**src/source/ppuPkg.sv**
```systemverilog
//~~~~~~~~~~~~~~~~~~~~~~~~~~~~~~~~~~~~~~~~~~~~~~~~~~~~~~~~~~~~~~~~~~~~~~~~~~
// PPU name table package
// Shared widths, word types, memory map and credit constants for the
// name table store, its loader queues and the tile fetcher
//~~~~~~~~~~~~~~~~~~~~~~~~~~~~~~~~~~~~~~~~~~~~~~~~~~~~~~~~~~~~~~~~~~~~~~~~~~

package ppuPkg;

    //~~~~~~~~~~~~~~~~~~~~~~~~~~~~~~~~~~~~~~~~~~~~~~~~~~~~~~~~~~~~~~~~~~~~~~
    // RAM geometry
    //~~~~~~~~~~~~~~~~~~~~~~~~~~~~~~~~~~~~~~~~~~~~~~~~~~~~~~~~~~~~~~~~~~~~~~
    localparam int RAM_WORDS      = 512;
    localparam int BYTES_PER_WORD = 4;

    typedef logic [8:0]  ramAddrT;   // word address
    typedef logic [31:0] ramWordT;   // byte k sits in bits 8k+7 down to 8k
    typedef logic [3:0]  byteEnT;    // bit k enables byte k
    typedef logic [1:0]  laneT;      // byte lane inside a word

    // name bytes in words 0 to 239, attribute bytes in words 256 to 271
    localparam ramAddrT NAME_BASE = 9'd0;
    localparam ramAddrT ATTR_BASE = 9'd256;

    //~~~~~~~~~~~~~~~~~~~~~~~~~~~~~~~~~~~~~~~~~~~~~~~~~~~~~~~~~~~~~~~~~~~~~~
    // tile stream
    //~~~~~~~~~~~~~~~~~~~~~~~~~~~~~~~~~~~~~~~~~~~~~~~~~~~~~~~~~~~~~~~~~~~~~~
    typedef logic [7:0] tileIdxT;
    typedef logic [1:0] paletteT;
    typedef logic [4:0] tileColT;    // 0 to 31
    typedef logic [4:0] tileRowT;    // 0 to 29

    typedef enum logic {
        idle,
        walk
    } fetchStateT;

    //~~~~~~~~~~~~~~~~~~~~~~~~~~~~~~~~~~~~~~~~~~~~~~~~~~~~~~~~~~~~~~~~~~~~~~
    // credits
    //~~~~~~~~~~~~~~~~~~~~~~~~~~~~~~~~~~~~~~~~~~~~~~~~~~~~~~~~~~~~~~~~~~~~~~
    localparam int LOADER_CREDITS = 4;   // also the depth of each loader queue
    localparam int TILE_CREDITS   = 4;

    localparam int QUEUE_PTR_W = $clog2(LOADER_CREDITS);

    typedef logic [QUEUE_PTR_W-1:0]            queuePtrT;
    typedef logic [QUEUE_PTR_W:0]              queueCntT;
    typedef logic [$clog2(TILE_CREDITS+1)-1:0] creditCntT;

endpackage

```
**src/source/writeArbiter.sv**
```systemverilog
//~~~~~~~~~~~~~~~~~~~~~~~~~~~~~~~~~~~~~~~~~~~~~~~~~~~~~~~~~~~~~~~~~~~~~~~~~~
// Write arbiter
// Fixed priority selector for the single RAM write port:
// CPU first, then the name queue head, then the attribute queue head
//~~~~~~~~~~~~~~~~~~~~~~~~~~~~~~~~~~~~~~~~~~~~~~~~~~~~~~~~~~~~~~~~~~~~~~~~~~

`timescale 1ns/1ps

module writeArbiter (
    input  ppuPkg::byteEnT  cpuWe,
    input  ppuPkg::ramAddrT cpuWAddr,
    input  ppuPkg::ramWordT cpuWData,
    input  logic            nameValid,
    input  ppuPkg::byteEnT  nameWe,
    input  ppuPkg::ramAddrT nameAddr,
    input  ppuPkg::ramWordT nameData,
    input  logic            attrValid,
    input  ppuPkg::byteEnT  attrWe,
    input  ppuPkg::ramAddrT attrAddr,
    input  ppuPkg::ramWordT attrData,
    output logic            namePop,
    output logic            attrPop,
    output ppuPkg::byteEnT  we,
    output ppuPkg::ramAddrT wAddr,
    output ppuPkg::ramWordT wData
);

    logic cpuWins;

    assign cpuWins = (cpuWe != '0);

    // a losing queue keeps its head and simply tries again next cycle
    assign namePop = nameValid && !cpuWins;
    assign attrPop = attrValid && !cpuWins && !nameValid;

    always_comb begin
        we    = '0;
        wAddr = cpuWAddr;
        wData = cpuWData;
        if (cpuWins) begin
            we = cpuWe;
        end else if (nameValid) begin
            we    = nameWe;
            wAddr = nameAddr;
            wData = nameData;
        end else if (attrValid) begin
            we    = attrWe;
            wAddr = attrAddr;
            wData = attrData;
        end
    end

endmodule

```
**config.mk**
```make
export PLATFORM = sky130hd
export DESIGN_NAME = writeArbiter
export DESIGN_NICKNAME = d
export VERILOG_FILES = /design/src/source/ppuPkg.sv /design/src/source/writeArbiter.sv
export SDC_FILE = /design/constraint.sdc
export NUM_CORES = 1
export LEC_CHECK = 0
export ABC_AREA = 1
export BUFFER_PORTS_ARGS = -buffer_cell sky130_fd_sc_hd__buf_2
export CAP_MARGIN = 10
export CORE_ASPECT_RATIO = 1.25
export CORE_MARGIN = 3
export CORE_UTILIZATION = 37
export DETAILED_ROUTE_END_ITERATION = 8
export PLACE_DENSITY_LB_ADDON = 0.08
export REMOVE_ABC_BUFFERS = 1
export SYNTH_ARGS = -nofsm -noshare
export SYNTH_HDL_FRONTEND = slang
export SYNTH_SLANG_ARGS = --single-unit
```
**constraint.sdc**
```tcl
create_clock -name vclk -period 0.9
set_input_delay 0.09 -clock vclk [all_inputs]
set_output_delay 0.09 -clock vclk [all_outputs]
set_load 0.03 [all_outputs]
```
==> results.yml <==
critical_path:
  critical_path_arrival_ns: 1.12
  startpoint_type: "primary input"
  required_ns: 0.81
  cp_max_fo: 13
  crit_start: "cpuWe[1]"
  critPathCaptureType: "primary output"
  worstSetupPathType: "primary input to primary output"
die:
  num_io_pins: 184
  die_x_um: 66.3
  die_area_um2: 5400
  core_um2: 4230
  rows: 26
  initial_core_util: 0.398
  die_h_um: 81.4
sta:
  grt_setup_unrepaired: "yes"
  fin_tns_setup_ns: -11.32
  layout_min_cycle_time_ns: 1.21
  setup_viol: 47
  final_hold_viol_count: 0
  fmax_mhz: 829
  slew_headroom: 0.846
  drv_slew: 0
  final.setup.worst_slack_ns: -0.306
  fin_crit_sh: 1.34
  tightestPinTransition_ns: 0.231
power_and_ir_drop:
  switchingPower_uw: 1010
  pwr-share-comb: 1.000
  power_density_nw_per_um2: 508
  p_seq_frac: 0
  internal_power_uw: 880
  p_leak_uw: 0.00194
  vdd_ir_drop_max_uv: 333
  power_uw: 1890
  clkPwrFrac: 0
  swShare: 0.534
global_route:
  grt_util_all_layers: 0.263
  grt_pass1_vias: 2600
  grt_remaining_overflow: 0
  grt_pass1_wl_um: 11600
  antenna_found_initial: 1
  grt_max_degree: 41
drt:
  ant_nets: 0
  firstDrtPassIters: 5
  wl_met1_um: 3380
  dr.max_layer_used: "met4"
  drt_first_iter_violations: 174
  dr_wl_met3_um: 841
  vias: 3168
  vias_per_cell: 5.32
  route.met2.wl_um: 5000
  wl_um: 9640
  drc: 0
  routedWlPerCell_um: 16.2
logic_synthesis:
  syn-cell-area_um2: 1680
  synth_top_area_frac: 0.406
  seq_area_frac_synth: 0
  netlist_top_cells_area: "nand2_1 41%, nand3_1 20%, or2_0 15%, nand3_2 11%, buf_2 4.8%"
  yosysTopAreaCell: "nand2_1"
  avgSynthCellArea_um2: 4.86
  syn_inst: 346
  synth_warnings: 0
  synth_cell_types: 12
final_layout:
  clock_buffers: 0
  area_growth_pct: 121
  n_fill_cell: 231
  post-route-cell-area_um2: 3720
  nNetsFinal: 678
  multi_input_area_um2: 1780
  final_cells: 596
  design.seq.count: 0
  seq_area_um2: 0
  drive_gt1_frac: 0.571
hold_path:
  hold_path_depth: 4
  hold_start: "cpuWe[1]"
  min_path_type: "primary input to primary output"
  min_to: "we[1]"
status:
  violations: "negative setup slack"
  status: "finished with violations"
placed_design:
  preCtsSetupSlack_ns: -0.257
  dp_hpwl_um: 5270
  gp_congestion: 0.768
  place_area_um2: 2700
  dp_cells: 576
  port_buffers: 184
job:
  cap_violations: 0
clocking:
  hold_buffers: 0
area by class of cell:
cell class                      instances  area share
Tap cell                               56      0.0188
Antenna cell                            1    0.000673
Multi-Input combinational cell        313       0.479
Timing Repair Buffer                  219       0.490
Inverter                                7      0.0118
what timing repair did:
action,4_1_cts,5_1_grt
setup endpoints to repair,47,47
cloned,6,8
buffers inserted,4,1
pin swaps,7,15
gates resized for setup,116,71
worst max-delay path, stage by stage:
cell     delay [ns]
buf_6          0.09
inv_2          0.06
nand2_2        0.07
nor2_4         0.15
buf_4          0.16
buf_16         0.13
nand3_1        0.10
nand2_1        0.11
buf_6          0.14
cells in the mapped netlist:
cell type / number
buf_2: 16
buf_6: 7
clkbuf_1: 3
inv_1: 1
inv_2: 6
nand2_1: 182
nand2_2: 1
nand3_1: 68
nand3_2: 18
nor2_1: 2
nor2_4: 1
or2_0: 41
per-stage QoR:
step,util,hold WS [ns]
floorplan,-,0.347
global placement,0.638,0.543
detailed placement,0.638,0.544
CTS,0.764,0.496
global route,0.879,0.513
finish,0.879,0.497
power by group through the flow:
| stage | sequential [uW] | clock (uW) | combinational [uW] |
|---|---|---|---|
| after floorplan | 0 | 0 | 744 |
| after global placement | 0 | 0 | 1360 |
| after detailed placement | 0 | 0 | 1370 |
| after CTS | 0 | 0 | 1660 |
| after global routing | 0 | 0.000149 | 2000 |
| final | 0 | 0.000149 | 1890 |
worst max path at each step:
stage / end / slack (ns)
6_report: wAddr[5] / -0.31
5_1_grt: wAddr[5] / -0.37
4_1_cts: wData[14] / -0.23
3_5_place_dp: wData[4] / -0.26
3_3_place_gp: wAddr[7] / -0.23
2_1_floorplan: attrPop / -0.85
cells by family after synthesis:
group / synth area share
buf+inv: 0.117
simple gates: 0.883
cells in the final DEF (no fill, tap or decap), types with 2 or more instances in the layout:
| cell type | netlist | routed |
|---|---|---|
| nand2_1 | 182 | 145 |
| buf_6 | 7 | 49 |
| nand3_2 | 18 | 32 |
| or2_0 | 41 | 40 |
| nand2_2 | 1 | 37 |
| nor2_4 | 1 | 3 |
| nand3_4 | 0 | 9 |
| buf_4 | 0 | 17 |
| buf_16 | 0 | 6 |
| inv_2 | 6 | 3 |
| buf_2 | 16 | 133 |
| inv_4 | 0 | 2 |
| buf_12 | 0 | 6 |
| nand3_1 | 68 | 45 |
| clkbuf_16 | 0 | 7 |
layer usage:
layer | vias to the layer above | global-route usage
li1 | 1499 | -
met1 | 1423 | 0.311
met2 | 206 | 0.496
met3 | 40 | 0.0360
met4 | 0 | 0.0549
met5 | - | 0
No activity file was read; power rests on OpenSTA's default activity.
