### config.mk
export PLATFORM = sky130hd
export DESIGN_NAME = tileFetcher
export DESIGN_NICKNAME = d
export VERILOG_FILES = /design/src/source/ppuPkg.sv /design/src/source/tileFetcher.sv
export SDC_FILE = /design/constraint.sdc
export NUM_CORES = 1
export LEC_CHECK = 0
export BUFFER_PORTS_ARGS = -buffer_cell sky130_fd_sc_hd__buf_2
export CELL_PAD_IN_SITES_DETAIL_PLACEMENT = 1
export CELL_PAD_IN_SITES_GLOBAL_PLACEMENT = 1
export CORE_MARGIN = 2
export CORE_UTILIZATION = 32
export CTS_CLUSTER_DIAMETER = 60
export DETAILED_ROUTE_END_ITERATION = 7
export PLACE_DENSITY_LB_ADDON = 0.1
export SYNTH_ARGS = -nofsm -noshare
export SYNTH_HDL_FRONTEND = slang
export SYNTH_SLANG_ARGS = --single-unit
### constraint.sdc
create_clock -name clk_sel -period 2.7 [get_ports clk_sel]
set_clock_uncertainty 0.15 [all_clocks]
set_input_delay 0.27 -clock clk_sel [delete_from_list [all_inputs] [get_ports clk_sel]]
set_output_delay 0.27 -clock clk_sel [all_outputs]
set_load 0.03 [all_outputs]
### src/source/ppuPkg.sv
//~~~~~~~~~~~~~~~~~~~~~~~~~~~~~~~~~~~~~~~~~~~~~~~~~~~~~~~~~~~~~~~~~~~~~~~~~~
// PPU name table package
// Shared widths, word types, memory map and credit constants for the
// name table store, its loader queues and the tile fetcher
//~~~~~~~~~~~~~~~~~~~~~~~~~~~~~~~~~~~~~~~~~~~~~~~~~~~~~~~~~~~~~~~~~~~~~~~~~~

package ppuPkg;

    //~~~~~~~~~~~~~~~~~~~~~~~~~~~~~~~~~~~~~~~~~~~~~~~~~~~~~~~~~~~~~~~~~~~~~~
    // RAM geometry
    //~~~~~~~~~~~~~~~~~~~~~~~~~~~~~~~~~~~~~~~~~~~~~~~~~~~~~~~~~~~~~~~~~~~~~~
    localparam int RAM_WORDS      = 512;
    localparam int BYTES_PER_WORD = 4;

    typedef logic [8:0]  ramAddrT;   // word address
    typedef logic [31:0] ramWordT;   // byte k sits in bits 8k+7 down to 8k
    typedef logic [3:0]  byteEnT;    // bit k enables byte k
    typedef logic [1:0]  laneT;      // byte lane inside a word

    // name bytes in words 0 to 239, attribute bytes in words 256 to 271
    localparam ramAddrT NAME_BASE = 9'd0;
    localparam ramAddrT ATTR_BASE = 9'd256;

    //~~~~~~~~~~~~~~~~~~~~~~~~~~~~~~~~~~~~~~~~~~~~~~~~~~~~~~~~~~~~~~~~~~~~~~
    // tile stream
    //~~~~~~~~~~~~~~~~~~~~~~~~~~~~~~~~~~~~~~~~~~~~~~~~~~~~~~~~~~~~~~~~~~~~~~
    typedef logic [7:0] tileIdxT;
    typedef logic [1:0] paletteT;
    typedef logic [4:0] tileColT;    // 0 to 31
    typedef logic [4:0] tileRowT;    // 0 to 29

    typedef enum logic {
        idle,
        walk
    } fetchStateT;

    //~~~~~~~~~~~~~~~~~~~~~~~~~~~~~~~~~~~~~~~~~~~~~~~~~~~~~~~~~~~~~~~~~~~~~~
    // credits
    //~~~~~~~~~~~~~~~~~~~~~~~~~~~~~~~~~~~~~~~~~~~~~~~~~~~~~~~~~~~~~~~~~~~~~~
    localparam int LOADER_CREDITS = 4;   // also the depth of each loader queue
    localparam int TILE_CREDITS   = 4;

    localparam int QUEUE_PTR_W = $clog2(LOADER_CREDITS);

    typedef logic [QUEUE_PTR_W-1:0]            queuePtrT;
    typedef logic [QUEUE_PTR_W:0]              queueCntT;
    typedef logic [$clog2(TILE_CREDITS+1)-1:0] creditCntT;

endpackage

### src/source/tileFetcher.sv
//~~~~~~~~~~~~~~~~~~~~~~~~~~~~~~~~~~~~~~~~~~~~~~~~~~~~~~~~~~~~~~~~~~~~~~~~~~
// Tile fetcher
// Walks the 32 columns of one tile row, reading the name and attribute
// words together, and emits tile index and palette under credit control
//~~~~~~~~~~~~~~~~~~~~~~~~~~~~~~~~~~~~~~~~~~~~~~~~~~~~~~~~~~~~~~~~~~~~~~~~~~

`timescale 1ns/1ps

module tileFetcher (
    input  logic            clk_sel,
    input  logic            reset,
    input  logic            fetchStart,
    input  ppuPkg::tileRowT fetchRow,
    output logic            fetchBusy,
    output ppuPkg::ramAddrT nameRAddr,
    input  ppuPkg::ramWordT nameRData,
    output ppuPkg::ramAddrT attrRAddr,
    input  ppuPkg::ramWordT attrRData,
    output logic            tileValid,
    output ppuPkg::tileIdxT tileIndex,
    output ppuPkg::paletteT tilePalette,
    output ppuPkg::tileColT tileCol,
    input  logic            tileCredit
);

    ppuPkg::fetchStateT state;
    ppuPkg::tileRowT    rowQ;
    ppuPkg::tileColT    issueCol;
    logic               issueDone;
    ppuPkg::creditCntT  credits;
    logic               issue;
    logic               lastOut;

    logic               s1Valid;
    ppuPkg::tileColT    s1Col;
    ppuPkg::laneT       s1NameLane;
    ppuPkg::laneT       s1AttrLane;
    logic [1:0]         s1Quad;
    logic [7:0]         attrByte;
    ppuPkg::tileIdxT    pickIndex;
    ppuPkg::paletteT    pickPalette;

    assign issue     = (state == ppuPkg::walk) && !issueDone && (credits != '0);
    assign lastOut   = tileValid && (tileCol == '1);   // column 31 is all ones
    assign fetchBusy = (state == ppuPkg::walk);

    // name word is row*8 + col/4, attribute word is ((row/4)*8 + col/4) / 4
    assign nameRAddr = ppuPkg::NAME_BASE + ppuPkg::ramAddrT'({rowQ, issueCol[4:2]});
    assign attrRAddr = ppuPkg::ATTR_BASE + ppuPkg::ramAddrT'({rowQ[4:2], issueCol[4]});

    //~~~~~~~~~~~~~~~~~~~~~~~~~~~~~~~~~~~~~~~~~~~~~~~~~~~~~~~~~~~~~~~~~~~~~~
    // row walk and credits
    //~~~~~~~~~~~~~~~~~~~~~~~~~~~~~~~~~~~~~~~~~~~~~~~~~~~~~~~~~~~~~~~~~~~~~~
    always_ff @(posedge clk_sel) begin
        if (reset) begin
            state     <= ppuPkg::idle;
            rowQ      <= '0;
            issueCol  <= '0;
            issueDone <= 1'b0;
        end else begin
            case (state)
                ppuPkg::idle: begin
                    if (fetchStart) begin
                        state     <= ppuPkg::walk;
                        rowQ      <= fetchRow;
                        issueCol  <= '0;
                        issueDone <= 1'b0;
                    end
                end
                ppuPkg::walk: begin
                    if (issue) begin
                        issueCol <= issueCol + 1'b1;
                        if (issueCol == '1) begin
                            issueDone <= 1'b1;
                        end
                    end
                    if (lastOut) begin
                        state <= ppuPkg::idle;   // busy drops after the last tile is out
                    end
                end
                default: state <= ppuPkg::idle;
            endcase
        end
    end

    always_ff @(posedge clk_sel) begin
        if (reset) begin
            credits <= ppuPkg::creditCntT'(ppuPkg::TILE_CREDITS);
        end else begin
            case ({issue, tileCredit})
                2'b10:   credits <= credits - 1'b1;
                2'b01:   credits <= credits + 1'b1;
                default: credits <= credits;   // both or neither cancel out
            endcase
        end
    end

    //~~~~~~~~~~~~~~~~~~~~~~~~~~~~~~~~~~~~~~~~~~~~~~~~~~~~~~~~~~~~~~~~~~~~~~
    // read pipeline and output stage
    //~~~~~~~~~~~~~~~~~~~~~~~~~~~~~~~~~~~~~~~~~~~~~~~~~~~~~~~~~~~~~~~~~~~~~~
    always_ff @(posedge clk_sel) begin
        if (reset) begin
            s1Valid <= 1'b0;
        end else begin
            s1Valid <= issue;   // lines up with the RAM read data
        end
    end

    always_ff @(posedge clk_sel) begin
        s1Col      <= issueCol;
        s1NameLane <= issueCol[1:0];
        s1AttrLane <= issueCol[3:2];
        s1Quad     <= {rowQ[1], issueCol[1]};
    end

    always_comb begin
        pickIndex   = nameRData[{s1NameLane, 3'b000} +: 8];
        attrByte    = attrRData[{s1AttrLane, 3'b000} +: 8];
        pickPalette = attrByte[{s1Quad, 1'b0} +: 2];
    end

    always_ff @(posedge clk_sel) begin
        if (reset) begin
            tileValid <= 1'b0;
        end else begin
            tileValid <= s1Valid;
        end
    end

    always_ff @(posedge clk_sel) begin
        if (s1Valid) begin
            tileIndex   <= pickIndex;
            tilePalette <= pickPalette;
            tileCol     <= s1Col;
        end
    end

endmodule

==> flow_metrics.py <==
metrics = {
    "status": {
        "status": "complete, no violations",
    },
    "power": {
        "vdd_drop_max_uv": 302.4,
        "powerDensity_mw_per_mm2": 540.2,
        "power_leakage_nw": 1.061,
    },
    "setup_path": {
        "end_kind": "flop",
        "critPathKind": "flop to flop",
        "cp.required_ns": 2.78,
        "crit_chain": "or3_1 -> nand2_1 -> ha_1 -> inv_1 -> fa_1 -> xor2_1 -> or3_1 -> nand3_1",
        "crit_start": "credits[0]",
        "path_buf_inv": 1,
        "reg2reg_depth": 8,
        "critPathMaxStageDelay_ns": 0.44,
        "cp_top_family": "simple AND/OR/NAND/NOR gates",
        "crit_top_cell": "or3_1",
        "cp_slowest_cell": "or3_1",
        "startpoint_type": "flop",
        "crit_fanout": 4,
        "crit_cells": 8,
        "crit_arrival_ns": 2.35,
        "rr_startpoint": "credits[0]",
    },
    "cells_and_area": {
        "drive_above_1_share_pct": 49.38,
        "fin_area_sq_mm": 0.002426,
        "fin_nets": 319,
        "antennaDiodeCount": 0,
        "nFillCells": 669,
        "area.growth.synth_to_final_pct": 30.13,
    },
    "min_path": {
        "hold_class": "primary input to flop",
        "holdPathStages": 3,
        "min-delay-start": "fetchRow[4]",
    },
    "yosys": {
        "synth_edf_count": 15,
        "yosys-top-cells-count": "23 x dfxtp_1, 15 x edfxtp_1, 15 x nand2_1",
        "postSynthCellCount": 149,
        "ys_types": 32,
        "yosys_warnings": 0,
        "ys_async_sr_fraction_pct": 0,
        "syn_area_per_cell_sq_um": 12.51,
        "synth_area_sq_mm": 0.001864,
        "synth.largest_area_cell": "dfxtp_1",
        "synth_top_area_share_pct": 24.70,
        "ys_dominant_reg_cell": "dfxtp_1",
        "ys_ff_latch": 38,
        "ys_seq_area_share_pct": 48.86,
        "synthTopCellsByArea": "dfxtp_1 25%, edfxtp_1 24%, mux4_2 14%",
        "yosysMostFrequentCell": "dfxtp_1",
    },
    "die": {
        "coreArea_sq_mm": 0.005574,
        "die_area_sq_mm": 0.006452,
        "die_h_microns": 80.33,
        "ioPinCount": 108,
        "dieWidth_microns": 80.33,
        "num_rows": 27,
        "start_util_pct": 33.45,
    },
    "clock_network": {
        "cts_max_path_buffers": 2,
        "clkLatencyLatePin_ns": 0.29,
        "postCtsSetupRepairBufs": 0,
        "clock_sinks": 38,
        "tritoncts": "done",
        "cts_resized": 0,
        "cts_hold_buffers": 0,
        "cts_max_level": 2,
        "path_clk_slew_ns": 0.07,
        "cts_root_buffer": "clkbuf_8",
        "numCtsBuffers": 5,
    },
    "sta": {
        "period_minus_slack_ns": 2.270,
        "hold_ws_ns": 0.06846,
        "finalSetupViolations": 0,
        "worst_slew_pin_slew_ns": 0.7758,
        "slew_headroom_pct": 47.88,
        "rsz0062_at_grt": "no",
        "tns_ns": 0,
        "timing.final.crit_share_pct": 84.07,
        "fmax_ghz": 0.4405,
        "hold_viol": 0,
        "slew_violations": 0,
    },
    "route": {
        "wl_per_cell_microns": 15.56,
        "drt_pass1_iterations": 4,
        "vias": 1514,
        "via_per_inst": 4.806,
        "antenna_left": 0,
        "drc_errors": 0,
        "first_iter_violations": 55,
        "routed_wl_microns": 4902,
    },
    "placement": {
        "place.gp.congestion": 0.7435,
        "port_buffers": 101,
        "hpwl_microns": 3980,
        "place_area_sq_mm": 0.002345,
    },
    "grt": {
        "grt_pass1_wl_microns": 7431,
        "globalRouteOverflowTotal": 0,
        "busiest_layer": "met2",
        "antenna_found_initial": 0,
        "grt_pass1_vias": 1524,
        "grt_max_degree": 17,
        "use_met3_pct": 5.393,
        "gr-usage-met2_pct": 26.92,
        "groute.usage.overall_pct": 15.43,
        "grt_use_met1_pct": 18.16,
    },
    "job": {
        "maxCapViolCount": 0,
    },
}
-- sequential cells by signal (all words and copies together), names as in the netlist --
name,flops
tileIndex,8
issueCol,5
rowQ,5
tileCol,5
credits,3
s1Col,2
s1Quad,2
tilePalette,2
fetchBusy,1
issueDone,1
s1AttrLane,1
s1NameLane,1
s1Valid,1
tileValid,1
-- where the power goes --
group          internal, mW  switching [mW]
sequential            0.641          0.0437
combinational         0.121           0.142
clock                 0.177           0.187
total                 0.938           0.372
-- area by class of cell --
class	count	area, sq um	area share, %
Multi-Input combinational cell	93	827.0	34.09
Clock inverter	2	8.758	0.3610
Inverter	3	11.26	0.4642
Sequential cell	38	910.9	37.55
Tap cell	72	90.09	3.713
Timing Repair Buffer	101	505.5	20.84
Clock buffer	6	72.57	2.991
-- cells in the final DEF, fill, tap and decap left out, types with 3 or more instances in the layout --
master,instances
a21oi_1,11
buf_2,101
clkbuf_8,5
conb_1,6
dfxtp_1,23
edfxtp_1,15
ha_1,3
inv_1,3
mux4_1,4
mux4_2,12
nand2_1,15
nand3_1,8
nor2_1,5
nor2b_1,5
o211ai_1,3
or3_1,3
-- cells by family (layout without fill, tap and decap cells) --
kind of cell / Yosys count / after routing / share of synthesized area [%]
AOI/OAI and AO/OA: 21 / 21 / 6.778
DFF: 38 / 38 / 48.86
xor gates and xnor gates: 2 / 2 / 0.9398
buffers and inverters: 22 / 112 / 7.584
other: 2 / 6 / 0.4028
and+or+nand+nor: 43 / 43 / 11.68
muxes: 17 / 17 / 20.67
adders and majority gates: 4 / 4 / 3.088
-- worst min-delay path, cell delays in order --
cell     delay [ns]
buf_2          0.10
nand2_1        0.05
a21oi_1        0.05
-- final timing paths --
check                             endpoint  slack, ns
worst min-delay path               rowQ[4]       0.07
worst min register to register   s1Quad[1]       0.22
worst max register to register  credits[2]       0.43
worst max-delay path            credits[2]       0.43
-- stage by stage --
step                      std cells  setup slack (ns)  power (mW)  util [%]
after detailed placement        307            0.4239      0.9645     42.07
after global routing            315            0.3237       1.394     43.52
after floorplan                 153            0.5420      0.8683         -
final                           315            0.4300       1.311     43.52
after global placement          307            0.4664      0.9585     42.07
after CTS                       315            0.3964       1.336     43.52
-- per-layer routing --
layer | routed length (microns) | vias up
met4 | 30 | 0
met3 | 451 | 4
li1 | - | 726
met2 | 2431 | 61
met5 | 0 | -
met1 | 1988 | 723
No activity file was read; power rests on OpenSTA's default activity.
