### src/source/ppuPkg.sv
//~~~~~~~~~~~~~~~~~~~~~~~~~~~~~~~~~~~~~~~~~~~~~~~~~~~~~~~~~~~~~~~~~~~~~~~~~~
// PPU name table package
// Shared widths, word types, memory map and credit constants for the
// name table store, its loader queues and the tile fetcher
//~~~~~~~~~~~~~~~~~~~~~~~~~~~~~~~~~~~~~~~~~~~~~~~~~~~~~~~~~~~~~~~~~~~~~~~~~~

package ppuPkg;

    //~~~~~~~~~~~~~~~~~~~~~~~~~~~~~~~~~~~~~~~~~~~~~~~~~~~~~~~~~~~~~~~~~~~~~~
    // RAM geometry
    //~~~~~~~~~~~~~~~~~~~~~~~~~~~~~~~~~~~~~~~~~~~~~~~~~~~~~~~~~~~~~~~~~~~~~~
    localparam int RAM_WORDS      = 512;
    localparam int BYTES_PER_WORD = 4;

    typedef logic [8:0]  ramAddrT;   // word address
    typedef logic [31:0] ramWordT;   // byte k sits in bits 8k+7 down to 8k
    typedef logic [3:0]  byteEnT;    // bit k enables byte k
    typedef logic [1:0]  laneT;      // byte lane inside a word

    // name bytes in words 0 to 239, attribute bytes in words 256 to 271
    localparam ramAddrT NAME_BASE = 9'd0;
    localparam ramAddrT ATTR_BASE = 9'd256;

    //~~~~~~~~~~~~~~~~~~~~~~~~~~~~~~~~~~~~~~~~~~~~~~~~~~~~~~~~~~~~~~~~~~~~~~
    // tile stream
    //~~~~~~~~~~~~~~~~~~~~~~~~~~~~~~~~~~~~~~~~~~~~~~~~~~~~~~~~~~~~~~~~~~~~~~
    typedef logic [7:0] tileIdxT;
    typedef logic [1:0] paletteT;
    typedef logic [4:0] tileColT;    // 0 to 31
    typedef logic [4:0] tileRowT;    // 0 to 29

    typedef enum logic {
        idle,
        walk
    } fetchStateT;

    //~~~~~~~~~~~~~~~~~~~~~~~~~~~~~~~~~~~~~~~~~~~~~~~~~~~~~~~~~~~~~~~~~~~~~~
    // credits
    //~~~~~~~~~~~~~~~~~~~~~~~~~~~~~~~~~~~~~~~~~~~~~~~~~~~~~~~~~~~~~~~~~~~~~~
    localparam int LOADER_CREDITS = 4;   // also the depth of each loader queue
    localparam int TILE_CREDITS   = 4;

    localparam int QUEUE_PTR_W = $clog2(LOADER_CREDITS);

    typedef logic [QUEUE_PTR_W-1:0]            queuePtrT;
    typedef logic [QUEUE_PTR_W:0]              queueCntT;
    typedef logic [$clog2(TILE_CREDITS+1)-1:0] creditCntT;

endpackage

### src/source/loaderQueue.sv
//~~~~~~~~~~~~~~~~~~~~~~~~~~~~~~~~~~~~~~~~~~~~~~~~~~~~~~~~~~~~~~~~~~~~~~~~~~
// Loader queue
// Four-entry FIFO of RAM write requests for one loader stream. Every
// entry that leaves is reported back to the loader as one credit
//~~~~~~~~~~~~~~~~~~~~~~~~~~~~~~~~~~~~~~~~~~~~~~~~~~~~~~~~~~~~~~~~~~~~~~~~~~

`timescale 1ns/1ps

module loaderQueue (
    input  logic            clk_sel,
    input  logic            reset,
    input  logic            pushValid,
    input  ppuPkg::byteEnT  pushWe,
    input  ppuPkg::ramAddrT pushAddr,
    input  ppuPkg::ramWordT pushData,
    output logic            headValid,
    output ppuPkg::byteEnT  headWe,
    output ppuPkg::ramAddrT headAddr,
    output ppuPkg::ramWordT headData,
    input  logic            pop,
    output logic            credit
);

    ppuPkg::byteEnT   weMem   [ppuPkg::LOADER_CREDITS];
    ppuPkg::ramAddrT  addrMem [ppuPkg::LOADER_CREDITS];
    ppuPkg::ramWordT  dataMem [ppuPkg::LOADER_CREDITS];
    ppuPkg::queuePtrT wrPtr;
    ppuPkg::queuePtrT rdPtr;
    ppuPkg::queueCntT count;
    logic             doPush;
    logic             doPop;

    assign doPop  = pop && headValid;
    assign doPush = pushValid && (count != ppuPkg::queueCntT'(ppuPkg::LOADER_CREDITS));

    always_ff @(posedge clk_sel) begin
        if (doPush) begin
            weMem[wrPtr]   <= pushWe;
            addrMem[wrPtr] <= pushAddr;
            dataMem[wrPtr] <= pushData;
        end
    end

    always_ff @(posedge clk_sel) begin
        if (reset) begin
            wrPtr <= '0;
            rdPtr <= '0;
            count <= '0;
        end else begin
            if (doPush) begin
                wrPtr <= wrPtr + 1'b1;   // depth is a power of two so it wraps by itself
            end
            if (doPop) begin
                rdPtr <= rdPtr + 1'b1;
            end
            case ({doPush, doPop})
                2'b10:   count <= count + 1'b1;
                2'b01:   count <= count - 1'b1;
                default: count <= count;
            endcase
        end
    end

    assign headValid = (count != '0);
    assign headWe    = weMem[rdPtr];
    assign headAddr  = addrMem[rdPtr];
    assign headData  = dataMem[rdPtr];
    assign credit    = doPop;   // same cycle the word is written to the RAM

endmodule

### config.mk
export PLATFORM = sky130hd
export DESIGN_NAME = loaderQueue
export DESIGN_NICKNAME = d
export VERILOG_FILES = /design/src/source/ppuPkg.sv /design/src/source/loaderQueue.sv
export SDC_FILE = /design/constraint.sdc
export NUM_CORES = 1
export LEC_CHECK = 0
export BUFFER_PORTS_ARGS = -buffer_cell sky130_fd_sc_hd__buf_2
export CAP_MARGIN = 20
export CORE_MARGIN = 3
export CORE_UTILIZATION = 50
export CTS_CLUSTER_DIAMETER = 40
export DETAILED_ROUTE_END_ITERATION = 16
export GPL_TIMING_DRIVEN = 0
export MAX_ROUTING_LAYER = met4
export PLACE_DENSITY = 0.72
export SLEW_MARGIN = 20
export SYNTH_ARGS = -nofsm -noshare
export SYNTH_HDL_FRONTEND = slang
export SYNTH_SLANG_ARGS = --single-unit
### constraint.sdc
create_clock -name clk_sel -period 2.8 [get_ports clk_sel]
set_input_delay 0.28 -clock clk_sel [delete_from_list [all_inputs] [get_ports clk_sel]]
set_output_delay 0.28 -clock clk_sel [all_outputs]
set_load 0.1 [all_outputs]
==> out/qor.yml, run 1 <==
placement.io_buffers: 94
timing.hold.worst.start: "pushData[0]"
max_cap_violations: 0
ant_nets: 0
clockRootBuffer: "sky130_fd_sc_hd__clkbuf_16"
post_synth_num_cell_types: 25
chipHeight_um: 125
worstHoldPathType: "input pin to flip-flop"
layout.cells.most_common_list: "sky130_fd_sc_hd__edfxtp_1, sky130_fd_sc_hd__buf_2, sky130_fd_sc_hd__mux4_2"
cts_repair_resize_count: 0
cts-buffers-inserted: 17
sum_of_routed_wire_length_over_all_layers_um: 11400
final_min_period_over_clock_period_pct: 80.9
worst_skew_pair.late_latency_ns: 0.42
detailed_place_hpwl_um: 6850
grt_pass1_wl_um: 18700
synthesis.nets: 341
use_met2_pct: 26.5
gr-usage-met1_pct: 19.4
cts.reportedPaths.clkPinSlew_ns: 0.07
hold-worst-slack_ns: 0.0700
finalSetupViolCount: 0
crit_path_frequent_cell: "sky130_fd_sc_hd__buf_2"
critical_path_required_time_ns: 2.52
synthAdderAreaFrac_pct: 1.17
end_kind: "output port"
grt_setup_unrepaired: "no"
period_needed_ns: 2.26
finalClockSkew_ns: 0.0111
std_cell_rows: 42
worst_r2r_startpoint: "count[0]$_SDFFE_PP0P_"
hold_viol: 0
reg2reg_slack_ns: 0.78
multi_input_comb_area_um2: 1320
slew_headroom_pct: 52.5
starting_drc_count_in_detailed_routing: 227
design.final.nets: 454
synth_top_family_by_area: "multiplexers"
grt_max_degree: 46
cts_tree: "built"
tightest_slew_ns: 0.713
synth-warning-count: 0
n_fill_cell: 948
die-width_um: 125
slew_violations: 0
drive_above_1_share_pct: 43.9
synthesis.instances: 286
overall_global_routing_usage_pct: 16.3
clock.fmax_mhz: 442
global_route.usage.met3_pct: 5.06
cp_cell_sequence: "clkbuf_2 -> buf_2 -> mux4_2 -> buf_2"
cts-hold-fix-buffers: 0
mappedNetlistArea_um2: 7040
startpoint_type: "flip-flop"
syn-mean-instance-area_um2: 24.6
finalWeightedCongestion: 0.670
syn_to_final_growth_pct: 17.8
synth.ff_latch_count: 189
peak_fanout_along_the_critical_path: 10
synth_mux_area_share_pct: 15.0
post-place-cells: 556
firstDrtPassIters: 4
synth_xor_area_share_pct: 0.498
cts.sink_count: 189
cp_slowest_cell: "sky130_fd_sc_hd__buf_2"
via_count: 3171
cts_post_setup_buffers_inserted: 0
grt_antenna_before_repair: 1
gr-total-overflow: 0
seq_area_frac_synth_pct: 79.4
post-route-drc-count: 0
ioPinCount: 96
area_share_of_and_or_nand_nor_cells_after_synthesis_pct: 1.14
reg_area_um2: 5590
critical-path-top-delay-family: "buffers and inverters"
post_drt_via_cell_ratio: 5.38
ctsHtreeMaxLevel: 4
cpPeakStageDelay_ns: 0.44
post_drt_wl_per_cell_um: 19.3
most_common_cell_after_layout_fill_and_taps_aside: "sky130_fd_sc_hd__edfxtp_1"
core-area_um2: 13500
run_status: "finished clean"
start_util_pct: 52.1
cts.path.max_buffers: 2
criticalPathCategory: "flip-flop to output port"
cp.buffers_inverters: 3
crit_arrival_ns: 1.98
design.die.area_um2: 15500
layoutNonFillerInstCount: 589
first_global_vias: 3437
busiest_layer: "met2"
synth_compound_gate_area_share_pct: 0.765
-- flip-flops by register name, summed over array words and instances, names as in the netlist, named ones only --
signal   cells
count        3
weMem       16
addrMem     36
wrPtr        2
rdPtr        2
dataMem    128
-- routing by layer --
| layer | part of all wire, % | routed length, um |
|---|---|---|
| met1 | 41 | 4640 |
| met2 | 52 | 5960 |
| met3 | 5.0 | 572 |
| met4 | 1.9 | 218 |
| met5 | 0 | 0 |
-- layout make-up --
class,count,share of cell area (%)
clock buffer,19,5.34
buffer,11,1.45
multi-input combinational,79,15.9
antenna,1,0.0302
sequential,189,67.4
clock inverter,13,1.30
inverter,7,0.317
tap,176,2.66
timing repair buffer,94,5.67
-- final timing paths --
check / end / cells past startpoint
setup reg to reg: count[2]$_SDFFE_PP0P_ / 9
hold reg to reg: flip-flop / 2
setup / recovery: headData[0] / 4
hold / removal: dataMem[3][0]$_DFFE_PP_ / 1
-- worst reg2reg max path, delay by kind of cell (launching register included) --
kind,cells,cell delay (ns)
adder cells (fa/ha/maj),2,0.56
buffers and inverters,3,0.30
AND/OR/NAND/NOR,1,0.30
AO/OA/AOI/OAI,2,0.28
flip-flops,1,0.35
XOR/XNOR,1,0.16
-- cells by family after synthesis --
logic type / after synthesis
flip-flops: 189
multiplexers: 47
buffers and inverters: 18
AND/OR/NAND/NOR: 16
AO/OA/AOI/OAI: 6
adder cells (fa/ha/maj): 6
XOR/XNOR: 4
-- cells in the mapped netlist (all sizes together) --
master / number / share of area [%]
xor2: 3 / 0.37
nor2: 8 / 0.43
or3: 2 / 0.18
xnor2: 1 / 0.12
o21ai: 1 / 0.071
and2: 4 / 0.36
a21oi: 2 / 0.14
a31oi: 1 / 0.30
inv: 7 / 0.37
o31a: 1 / 0.12
buf: 9 / 1.6
mux2i: 1 / 0.14
mux4: 45 / 15
mux2: 1 / 0.16
fa: 1 / 0.28
nand2b: 2 / 0.18
clkbuf: 2 / 0.12
ha: 5 / 0.89
dfxtp: 9 / 2.6
edfxtp: 180 / 77
o311ai: 1 / 0.12
-- stage by stage --
stage | setup WS [ns] | instance area, um2 | util, % | setup TNS [ns]
3_5_place_dp | 0.797 | 7740 | 57.3 | 0
5_1_grt | 0.417 | 8290 | 61.4 | 0
6_report | 0.536 | 8290 | 61.4 | 0
2_1_floorplan | 0.162 | 7040 | - | 0
4_1_cts | 0.459 | 8290 | 61.4 | 0
3_3_place_gp | -0.318 | 7730 | 57.2 | -56.26
Power of run 1 is not shown: default switching activity piles up to over one toggle a cycle in this logic, so the estimate is an artifact.
==> inputs of run 2 (changes only) <==
- PLACE_DENSITY: 0.72 -> 0.75
- clock period: 2.8 -> 1.9 ns (I/O delays scaled with it)
==> out/qor.yml, run 2 (synthesis gave the netlist of run 1 again) <==
n_fill_cell: 831
hold-worst-slack_ns: 0.152
worst_r2r_startpoint: "count[0]$_SDFFE_PP0P_"
timing.final.ws_setup_ns: -0.130
worstHoldPathType: "input pin to flip-flop"
core-area_um2: 13500
startpoint_type: "flip-flop"
period_needed_ns: 2.03
tightest_slew_ns: 0.690
first_global_vias: 3696
final_min_period_over_clock_period_pct: 107
ant_nets: 0
worst_r2r_endpoint: "count[2]$_SDFFE_PP0P_"
placement.io_buffers: 94
overall_global_routing_usage_pct: 17.8
post_drt_via_cell_ratio: 5.37
cts.sink_count: 189
layout.cells.most_common_list: "sky130_fd_sc_hd__edfxtp_1, sky130_fd_sc_hd__buf_2, sky130_fd_sc_hd__dlygate4sd3_1"
starting_drc_count_in_detailed_routing: 292
slew_headroom_pct: 54.0
largest_register_ffs: 128
drive_above_1_share_pct: 43.5
cts-buffers-inserted: 17
clockRootBuffer: "sky130_fd_sc_hd__clkbuf_16"
criticalPathCategory: "flip-flop to output port"
post_drt_wl_per_cell_um: 20.2
cts.reportedPaths.clkPinSlew_ns: 0.06
whs_path_depth: 2
syn_to_final_growth_pct: 33.7
grt_pass1_wl_um: 20400
cts_tree: "built"
timing.hold.worst.start: "reset"
via_count: 3455
p_leak_uw: 0.00325
diodes: 0
start_util_pct: 52.1
finalWeightedCongestion: 0.713
gr-total-overflow: 0
design.final.nets: 509
worstRegToRegCells: 9
peak_fanout_along_the_critical_path: 5
die-width_um: 125
power.density_nw_per_um2: 1720
firstDrtPassIters: 4
area_of_placed_instances_um2: 7740
largest_registers_ranked_by_flip_flop_count: "dataMem: 128 flops, addrMem: 36 flops, weMem: 16 flops"
hold_viol: 0
clock.fmax_mhz: 493
crit_arrival_ns: 1.84
terminating_pin_of_the_worst_hold_path: "count[1]$_SDFFE_PP0P_"
finalSetupViolCount: 45
register_with_the_most_flip_flops: "dataMem"
grt_max_degree: 46
grt_setup_unrepaired: "yes"
critical_path_required_time_ns: 1.71
sum_of_routed_wire_length_over_all_layers_um: 13000
cts.path.max_buffers: 2
design.die.area_um2: 15500
post-route-drc-count: 0
end_kind: "output port"
chipHeight_um: 125
finalCoreUtilization_pct: 69.7
ctsHtreeMaxLevel: 4
detailed_place_hpwl_um: 6960
reg2reg_slack_ns: 0.05
design_area_um2: 9410
failed_checks: "setup timing"
peakVddDrop_v: 0.00138
max_cap_violations: 0
most_common_cell_after_layout_fill_and_taps_aside: "sky130_fd_sc_hd__edfxtp_1"
grt_antenna_before_repair: 0
finalClockSkew_ns: 0.00534
worst_skew_pair.late_latency_ns: 0.42
ioPinCount: 96
slew_violations: 0
std_cell_rows: 42
run_status: "finished, violations left"
finalPower_uw: 16200
==> run 2: worst max-delay path: stages (launching register included) <==
cell	delay (ns)
sky130_fd_sc_hd__dfxtp_4	0.39
sky130_fd_sc_hd__clkbuf_16	0.17
sky130_fd_sc_hd__buf_12	0.12
sky130_fd_sc_hd__mux4_2	0.54
sky130_fd_sc_hd__buf_12	0.19
==> run 2: how the worst max path moves through the flow <==
| stage | to | slack, ns | cells past startpoint |
|---|---|---|---|
| 2_1_floorplan | count[2]$_SDFFE_PP0P_ | -0.35 | 7 |
| 3_3_place_gp | dataMem[2][26]$_DFFE_PP_ | -0.36 | 3 |
| 3_5_place_dp | count[2]$_SDFFE_PP0P_ | -0.15 | 9 |
| 4_1_cts | headData[15] | -0.18 | 4 |
| 5_1_grt | headData[27] | -0.20 | 4 |
| 6_report | headData[27] | -0.13 | 4 |
==> run 2: report_power, final <==
part	internal [uW]	switching, uW	total [uW]
Combinational	2520	4800	7320
Sequential	5040	156	5200
Clock	2230	1410	3640
Total	9800	6370	16200
==> run 2: stage by stage <==
step	setup WS (ns)	instances	TNS (ns)
finish	-0.130	643	-4.76
global route	-0.196	643	-7.56
CTS	-0.178	638	-6.29
detailed placement	-0.153	556	-0.153
global placement	-0.361	556	-62.27
floorplan	-0.349	286	-0.471
==> run 2: area by class of cell <==
type,instances,area (um2),area share [%]
Inverter,7,26.3,0.279
Timing Repair Buffer,149,1490,15.8
Multi-Input combinational cell,79,1330,14.1
Clock buffer,21,450,4.79
Sequential cell,189,5600,59.5
Tap cell,176,220,2.34
Clock inverter,11,166,1.77
Buffer,11,139,1.48
==> run 2: layer usage <==
layer,GRT usage [%],vias to the layer above,share of wire (%)
li1,-,1537,-
met1,22.7,1786,41
met2,28.1,112,52
met3,4.55,20,5.5
met4,6.77,0,2.1
met5,-,-,0
==> run 2: repair_timing <==
action | in CTS | in global routing
gates cloned | 2 | 4
buffers inserted | 3 | 1
hold endpoints to repair | 180 | 0
setup endpoints to repair | 206 | 46
hold buffers | 45 | 0
gates resized for setup | 120 | 16
pin swaps | 1 | 1
Note: power is estimated with default switching activity, not from simulation.
